===== src/common/vq_pkg.sv =====
`default_nettype none

package vq_pkg;

    // Default sizes, each one overridable from vq_top
    localparam int VQ_DEFAULT_ADDR_WIDTH = 32;

    // Line size in bytes
    localparam int VQ_DEFAULT_LINE_SIZE  = 32;

    // Number of victim queue entries
    localparam int VQ_DEFAULT_DEPTH      = 4;

    // State of one queue entry
    // INVALID means the slot is free, VALID means it holds a dirty line
    typedef enum logic {
        INVALID = 1'b0,
        VALID   = 1'b1
    } vq_state_e;

endpackage

`default_nettype wire


===== src/victim_queue/vq_entry.sv =====
`timescale 1ns/1ns
`default_nettype none

module vq_entry import vq_pkg::*; #(
    parameter int OPTN_ADDR_WIDTH   = VQ_DEFAULT_ADDR_WIDTH,
    parameter int OPTN_DC_LINE_SIZE = VQ_DEFAULT_LINE_SIZE,

    localparam int LINE_WIDTH       = OPTN_DC_LINE_SIZE * 8,
    localparam int OFFSET_WIDTH     = $clog2(OPTN_DC_LINE_SIZE)
)(
    input  logic                                  clk,
    input  logic                                  i_arst_n,

    // Allocation of a victim line into this slot
    input  logic                                  i_alloc_en,
    input  logic [OPTN_ADDR_WIDTH-1:OFFSET_WIDTH] i_alloc_addr,
    input  logic [LINE_WIDTH-1:0]                 i_alloc_data,

    // Writeback granted, slot is released
    input  logic                                  i_retire,

    input  logic [OPTN_ADDR_WIDTH-1:OFFSET_WIDTH] i_lookup_addr,

    output logic                                  o_valid,
    output logic [OPTN_ADDR_WIDTH-1:OFFSET_WIDTH] o_addr,
    output logic [LINE_WIDTH-1:0]                 o_data,
    output logic                                  o_lookup_hit
);

    vq_state_e                             state_r;
    vq_state_e                             state_next;
    logic [OPTN_ADDR_WIDTH-1:OFFSET_WIDTH] addr_r;
    logic [LINE_WIDTH-1:0]                 data_r;

    // A retire and a new allocation in one cycle keep the slot occupied
    always_comb begin
        state_next = state_r;
        case (state_r)
            INVALID: begin
                if (i_alloc_en) begin
                    state_next = VALID;
                end
            end
            VALID: begin
                if (i_retire && !i_alloc_en) begin
                    state_next = INVALID;
                end
            end
            default: state_next = INVALID;
        endcase
    end

    always_ff @(posedge clk or negedge i_arst_n) begin
        if (!i_arst_n) begin
            state_r <= INVALID;
        end else begin
            state_r <= state_next;
        end
    end

    always_ff @(posedge clk) begin
        if (i_alloc_en) begin
            addr_r <= i_alloc_addr;
            data_r <= i_alloc_data;
        end
    end

    assign o_valid      = (state_r == VALID);
    assign o_addr       = addr_r;
    assign o_data       = data_r;
    assign o_lookup_hit = o_valid && (addr_r == i_lookup_addr);

endmodule

`default_nettype wire


===== src/victim_queue/vq_ctrl.sv =====
`timescale 1ns/1ns
`default_nettype none

module vq_ctrl import vq_pkg::*; #(
    parameter int OPTN_VQ_DEPTH = VQ_DEFAULT_DEPTH,

    localparam int IDX_WIDTH    = (OPTN_VQ_DEPTH > 1) ? $clog2(OPTN_VQ_DEPTH) : 1,
    localparam int CNT_WIDTH    = $clog2(OPTN_VQ_DEPTH + 1)
)(
    input  logic                     clk,
    input  logic                     i_arst_n,

    input  logic                     i_alloc_en,
    input  logic                     i_ccu_grant,

    // One-hot strobes towards the entries
    output logic [OPTN_VQ_DEPTH-1:0] o_alloc_sel,
    output logic [OPTN_VQ_DEPTH-1:0] o_grant_sel,

    output logic [IDX_WIDTH-1:0]     o_head_idx,
    output logic                     o_full,
    output logic                     o_ccu_req
);

    localparam logic [IDX_WIDTH-1:0] LAST_IDX  = IDX_WIDTH'(OPTN_VQ_DEPTH - 1);
    localparam logic [CNT_WIDTH-1:0] DEPTH_CNT = CNT_WIDTH'(OPTN_VQ_DEPTH);

    logic [IDX_WIDTH-1:0] head_r;
    logic [IDX_WIDTH-1:0] tail_r;
    logic [CNT_WIDTH-1:0] count_r;
    logic                 alloc_ok;
    logic                 grant_ok;

    assign o_ccu_req = (count_r != '0);
    assign o_full    = (count_r == DEPTH_CNT);

    // Grant only counts while something is waiting
    assign grant_ok  = i_ccu_grant && o_ccu_req;

    // When full, the same-cycle grant frees the head slot, which is also the tail
    assign alloc_ok  = i_alloc_en && (!o_full || grant_ok);

    always_comb begin
        o_alloc_sel = '0;
        o_grant_sel = '0;
        if (alloc_ok) begin
            o_alloc_sel[tail_r] = 1'b1;
        end
        if (grant_ok) begin
            o_grant_sel[head_r] = 1'b1;
        end
    end

    assign o_head_idx = head_r;

    // Pointers wrap at the queue depth, which need not be a power of two
    always_ff @(posedge clk or negedge i_arst_n) begin
        if (!i_arst_n) begin
            tail_r <= '0;
        end else if (alloc_ok) begin
            if (tail_r == LAST_IDX) begin
                tail_r <= '0;
            end else begin
                tail_r <= tail_r + 1'b1;
            end
        end
    end

    always_ff @(posedge clk or negedge i_arst_n) begin
        if (!i_arst_n) begin
            head_r <= '0;
        end else if (grant_ok) begin
            if (head_r == LAST_IDX) begin
                head_r <= '0;
            end else begin
                head_r <= head_r + 1'b1;
            end
        end
    end

    // Occupancy, unchanged when one line enters and one leaves
    always_ff @(posedge clk or negedge i_arst_n) begin
        if (!i_arst_n) begin
            count_r <= '0;
        end else begin
            case ({alloc_ok, grant_ok})
                2'b10:   count_r <= count_r + 1'b1;
                2'b01:   count_r <= count_r - 1'b1;
                default: count_r <= count_r;
            endcase
        end
    end

endmodule

`default_nettype wire


===== src/victim_queue/vq_lookup.sv =====
`timescale 1ns/1ns
`default_nettype none

module vq_lookup import vq_pkg::*; #(
    parameter int OPTN_DC_LINE_SIZE = VQ_DEFAULT_LINE_SIZE,
    parameter int OPTN_VQ_DEPTH     = VQ_DEFAULT_DEPTH,

    localparam int LINE_WIDTH       = OPTN_DC_LINE_SIZE * 8
)(
    // Per-entry hit flags and stored lines
    input  logic [OPTN_VQ_DEPTH-1:0]                 i_hit_vec,
    input  logic [OPTN_VQ_DEPTH-1:0][LINE_WIDTH-1:0] i_data_vec,

    output logic                                     o_lookup_hit,
    output logic [LINE_WIDTH-1:0]                    o_lookup_data
);

    assign o_lookup_hit = |i_hit_vec;

    // AND-OR mux. The cache never queues one line address twice,
    // so at most one term is nonzero
    always_comb begin
        o_lookup_data = '0;
        for (int i = 0; i < OPTN_VQ_DEPTH; i++) begin
            o_lookup_data = o_lookup_data | (i_data_vec[i] & {LINE_WIDTH{i_hit_vec[i]}});
        end
    end

endmodule

`default_nettype wire


===== src/hw/vq_top.sv =====
`timescale 1ns/1ns
`default_nettype none

module vq_top import vq_pkg::*; #(
    parameter int OPTN_ADDR_WIDTH   = VQ_DEFAULT_ADDR_WIDTH,
    parameter int OPTN_DC_LINE_SIZE = VQ_DEFAULT_LINE_SIZE,
    parameter int OPTN_VQ_DEPTH     = VQ_DEFAULT_DEPTH,

    localparam int LINE_WIDTH       = OPTN_DC_LINE_SIZE * 8,
    localparam int OFFSET_WIDTH     = $clog2(OPTN_DC_LINE_SIZE),
    localparam int IDX_WIDTH        = (OPTN_VQ_DEPTH > 1) ? $clog2(OPTN_VQ_DEPTH) : 1
)(
    input  logic                                  clk,
    input  logic                                  i_arst_n,

    // Eviction from the data cache
    input  logic                                  i_alloc_en,
    input  logic [OPTN_ADDR_WIDTH-1:OFFSET_WIDTH] i_alloc_addr,
    input  logic [LINE_WIDTH-1:0]                 i_alloc_data,
    output logic                                  o_full,

    // LSU lookup, answered in the same cycle
    input  logic [OPTN_ADDR_WIDTH-1:OFFSET_WIDTH] i_lookup_addr,
    output logic                                  o_lookup_hit,
    output logic [LINE_WIDTH-1:0]                 o_lookup_data,

    // Writeback to the CCU
    input  logic                                  i_ccu_grant,
    output logic                                  o_ccu_req,
    output logic [OPTN_ADDR_WIDTH-1:OFFSET_WIDTH] o_ccu_addr,
    output logic [LINE_WIDTH-1:0]                 o_ccu_data
);

    logic [OPTN_VQ_DEPTH-1:0]                                    w_alloc_sel;
    logic [OPTN_VQ_DEPTH-1:0]                                    w_grant_sel;
    logic [IDX_WIDTH-1:0]                                        w_head_idx;
    logic [OPTN_VQ_DEPTH-1:0]                                    w_valid_vec;
    logic [OPTN_VQ_DEPTH-1:0]                                    w_hit_vec;
    logic [OPTN_VQ_DEPTH-1:0][OPTN_ADDR_WIDTH-1:OFFSET_WIDTH]   w_addr_vec;
    logic [OPTN_VQ_DEPTH-1:0][LINE_WIDTH-1:0]                    w_data_vec;

    vq_ctrl #(
        .OPTN_VQ_DEPTH (OPTN_VQ_DEPTH)
    ) u_ctrl (
        .clk         (clk),
        .i_arst_n    (i_arst_n),
        .i_alloc_en  (i_alloc_en),
        .i_ccu_grant (i_ccu_grant),
        .o_alloc_sel (w_alloc_sel),
        .o_grant_sel (w_grant_sel),
        .o_head_idx  (w_head_idx),
        .o_full      (o_full),
        .o_ccu_req   (o_ccu_req)
    );

    for (genvar i = 0; i < OPTN_VQ_DEPTH; i++) begin : gen_entry
        vq_entry #(
            .OPTN_ADDR_WIDTH   (OPTN_ADDR_WIDTH),
            .OPTN_DC_LINE_SIZE (OPTN_DC_LINE_SIZE)
        ) u_entry (
            .clk           (clk),
            .i_arst_n      (i_arst_n),
            .i_alloc_en    (w_alloc_sel[i]),
            .i_alloc_addr  (i_alloc_addr),
            .i_alloc_data  (i_alloc_data),
            .i_retire      (w_grant_sel[i]),
            .i_lookup_addr (i_lookup_addr),
            .o_valid       (w_valid_vec[i]),
            .o_addr        (w_addr_vec[i]),
            .o_data        (w_data_vec[i]),
            .o_lookup_hit  (w_hit_vec[i])
        );
    end

    vq_lookup #(
        .OPTN_DC_LINE_SIZE (OPTN_DC_LINE_SIZE),
        .OPTN_VQ_DEPTH     (OPTN_VQ_DEPTH)
    ) u_lookup (
        .i_hit_vec     (w_hit_vec),
        .i_data_vec    (w_data_vec),
        .o_lookup_hit  (o_lookup_hit),
        .o_lookup_data (o_lookup_data)
    );

    // Oldest line goes out first
    assign o_ccu_addr = w_addr_vec[w_head_idx];
    assign o_ccu_data = w_data_vec[w_head_idx];

endmodule

`default_nettype wire


===== config.mk =====
export PLATFORM = sky130hd
export DESIGN_NAME = vq_top
export DESIGN_NICKNAME = d
export VERILOG_FILES = /design/src/common/vq_pkg.sv /design/src/victim_queue/vq_entry.sv /design/src/victim_queue/vq_ctrl.sv /design/src/victim_queue/vq_lookup.sv /design/src/hw/vq_top.sv
export SDC_FILE = /design/constraint.sdc
export NUM_CORES = 2
export LEC_CHECK = 0
export ABC_CLOCK_PERIOD_IN_PS = 7950
export BUFFER_PORTS_ARGS = -buffer_cell sky130_fd_sc_hd__clkbuf_2
export CORE_MARGIN = 2
export CORE_UTILIZATION = 45
export DETAILED_ROUTE_END_ITERATION = 8
export PLACE_DENSITY = 0.69
export REMOVE_ABC_BUFFERS = 1
export SLEW_MARGIN = 30
export SYNTH_ARGS = -nofsm -noshare
export SYNTH_HDL_FRONTEND = slang
export SYNTH_SLANG_ARGS = --single-unit

===== constraint.sdc =====
create_clock -name clk -period 7.95 [get_ports clk]
set_clock_uncertainty 0.2 [all_clocks]
set_input_delay 1.59 -clock clk [delete_from_list [all_inputs] [get_ports clk]]
set_output_delay 1.59 -clock clk [all_outputs]
set_load 0.03 [all_outputs]

==> run metrics <==
GRT overflow=0; # resized after CTS=0; cell with the most instances after synthesis=nand4_1; Syn Std Cell Area=between 0.05 and 0.06 mm2; CP Cell Sequence=clkbuf_2 -> xnor2_1 -> nand4_1 -> nor4_4 -> buf_4 -> buf_12 -> nand4_1 -> nand4_1 -> clkbuf_2; final worst-path cycle share=0.765; share of cells above drive strength 1=0.340; vias after detailed routing=between 30000 and 40000; Synth top area share=0.653; post-route ant nets=0; CP Launch Point=i_lookup_addr[21]; Tmin final=6090 ps; first-pass GRT wire length=253 mm; Area Growth Syn to Fin=17.8%; number of global-route vias before repair=37800; Req. time, crit path=between 6000 and 7000 ps; crit path launch type=input port; routed wire length=175 mm; DP HPWL=98.5 mm; die width=approximately 340 um; worst r2r dst=gen_entry[0].u_entry.o_data[233]; met2 GRT Util=0.445; R2R setup slack=4590 ps; syn avg cell area=15.7 um2; io pins=856; worst skew pair latency=around 690 ps; r2r startpoint=u_ctrl.count_r[2]; CTS sink count=1143; crit path buf inv count=4; Max-Cap Viols=0; Root Driver=clkbuf_16; largest area contributor in the netlist=edfxtp_1; asr flop ratio synth=0.00962; delay-heaviest family, CP=buffers and inverters; Worst Reg-to-Reg Cells=4; EDFF count, synth=1132; Initial Utilization=0.454; 1st-pass router iterations=6; GRT Total Usage=0.283; cell mode on critical path=nand4_1; crit-path max FO=120; status=finished clean; Static Leak=0.0205 uW; final-report hold violation count=0; hold path cells=1; final core utilization=0.535; Core Rows=124; fmax=0.164 GHz; nets@finish=4267; full die area=0.118 mm2; Critical Path End=o_lookup_data[171]; Setup violations, final=0; non-filler instance count after layout=around 5600; core footprint=0.115 mm2; largest net degree at the start of global routing=141; Crit. End Element=primary output; Post-synth top cells=nand4_1, edfxtp_1, mux4_2; RSZ-0062 raised after global routing=no; Tightest Pin Transition=1180 ps; PD cells=343 mW/mm2; Setup CP Type=in -> out; Netlist cell types=26; H-tree Lvls=3; Post-CTS Hold Fix Bufs=0; Stages on worst setup path=9; arrival time worst endpoint=4300 ps; port bufs=855; Die H=344 um; Max IR drop VDD=290 uV; Wirelength per Cell=31.3 um; #FFs+latches synth=1143; Area contributors post-synth=edfxtp_1, nand4_1, mux4_2; vias per cell=6.96; CP peak stage delay=440 ps; cell count after synthesis=3319; CP max stage cell=buf_12; clk slew on worst S/H paths=approximately 60 ps; Slew HR=0.216; GPL Wtd Cong=0.852; DRT iter0 DRCs=slightly above 5000; GRT met1 Usage=0.361; top_reg_cell synth=edfxtp_1; Synth Warn #=0; CTS tree=done; TritonCTS Buffers=117; initial antenna violation count=40; placed cells=5336; TNS Setup=0 ps; GRT Max-Usage Layer=met2; sequential fraction of the synthesis area=0.659; Remaining DRCs=0; max-slew violation count=0; hold crit path type=reg -> reg; M3 GR Usage=0.0769; post-CTS repair timing setup buffer count=0; CTS max path bufs=3
==> state kept, by name (all words and copies together) (netlist names) <==
signal	cells
gen_entry.u_entry.o_addr	108
gen_entry.u_entry.o_data	1024
gen_entry.u_entry.o_valid	4
u_ctrl.count_r	3
u_ctrl.o_head_idx	2
u_ctrl.tail_r	2
==> cell families (layout without fill, tap and decap cells) <==
family | after synthesis | in the layout | share of synthesized area
buf+inv | 422 | 1144 | 0.0345
fa+ha+maj | 9 | 9 | 0.00231
mux | 285 | 285 | 0.123
simple gates | 1341 | 1341 | 0.162
other cells | 0 | 35 | 0
compound gates | 9 | 9 | 0.00111
flops | 1143 | 1143 | 0.659
xor+xnor | 110 | 110 | 0.0185
==> layout by cell type (no fill, tap or decap), types with 2 or more instances in the layout <==
cell / Yosys / final
nand2_1: 10 / 10
dfrtp_4: 0 / 2
nor4_4: 4 / 8
clkinv_2: 0 / 19
inv_1: 7 / 7
nand4_1: 1305 / 1305
buf_12: 0 / 39
ha_1: 8 / 8
nor2_4: 0 / 4
clkinv_1: 0 / 32
xnor2_1: 93 / 93
and2_4: 0 / 4
edfxtp_1: 1132 / 1132
clkbuf_16: 0 / 119
or3_1: 2 / 2
diode_2: 0 / 35
clkbuf_1: 191 / 31
bufinv_16: 0 / 8
clkinv_16: 0 / 3
nand3_1: 4 / 4
mux2i_1: 2 / 2
xor2_1: 17 / 17
buf_4: 8 / 26
a21o_1: 4 / 4
mux4_2: 283 / 283
clkbuf_2: 0 / 855
dfrtp_1: 11 / 9
o21ai_0: 4 / 4
==> worst min path at each step <==
stage | from | endpoint | slack (ps)
after floorplan | u_ctrl.count_r[2] | u_ctrl.count_r[2] | 250
after global placement | u_ctrl.count_r[2] | u_ctrl.count_r[2] | 270
after detailed placement | u_ctrl.count_r[2] | u_ctrl.count_r[2] | 280
after CTS | u_ctrl.count_r[2] | u_ctrl.count_r[2] | 290
after global routing | gen_entry[2].u_entry.o_valid | gen_entry[2].u_entry.o_valid | 320
final | u_ctrl.count_r[2] | u_ctrl.count_r[2] | 290
==> worst register-to-register path, delay by kind of cell (launching register included) <==
| kind | cells | cell delay (ps) |
|---|---|---|
| compound gates | 1 | 560 |
| buf+inv | 1 | 550 |
| flops | 1 | 400 |
| simple gates | 2 | 900 |
==> per-layer routing <==
layer	vias to the layer above	part of all wire
met5	-	0.00043
met4	14	0.053
met3	505	0.13
met2	3138	0.48
met1	19600	0.34
li1	15700	-
==> stage by stage <==
| stage | hold slack (ps) | setup WS [ps] | total power, uW | cell area (um2) |
|---|---|---|---|---|
| 2_1_floorplan | 247 | -6540 | 13900 | 50300 |
| 3_3_place_gp | 269 | 2040 | 15700 | 57500 |
| 3_5_place_dp | 275 | 2050 | 15800 | 57500 |
| 4_1_cts | 288 | 2050 | 21000 | 61200 |
| 5_1_grt | 316 | 1920 | 21700 | 61300 |
| 6_report | 291 | 1860 | 21000 | 61300 |
==> layout make-up <==
cell class	instances	area, um2
fillers	9178	53200
diodes	35	87.6
repair buffers	921	5280
flip-flops and latches	1143	34300
inverters	7	26.3
well taps	1512	1890
clock buffers	150	3090
multi-input cells	1754	16000
clock inverters	66	589
==> power by group <==
group / internal [uW] / leakage [uW] / switching (uW) / total (uW)
clock: 3000 / 0.00179 / 2300 / 5300
combinational: 2330 / 0.00817 / 4930 / 7270
sequential: 7930 / 0.0105 / 545 / 8480
(Power assumes the default switching activity.)
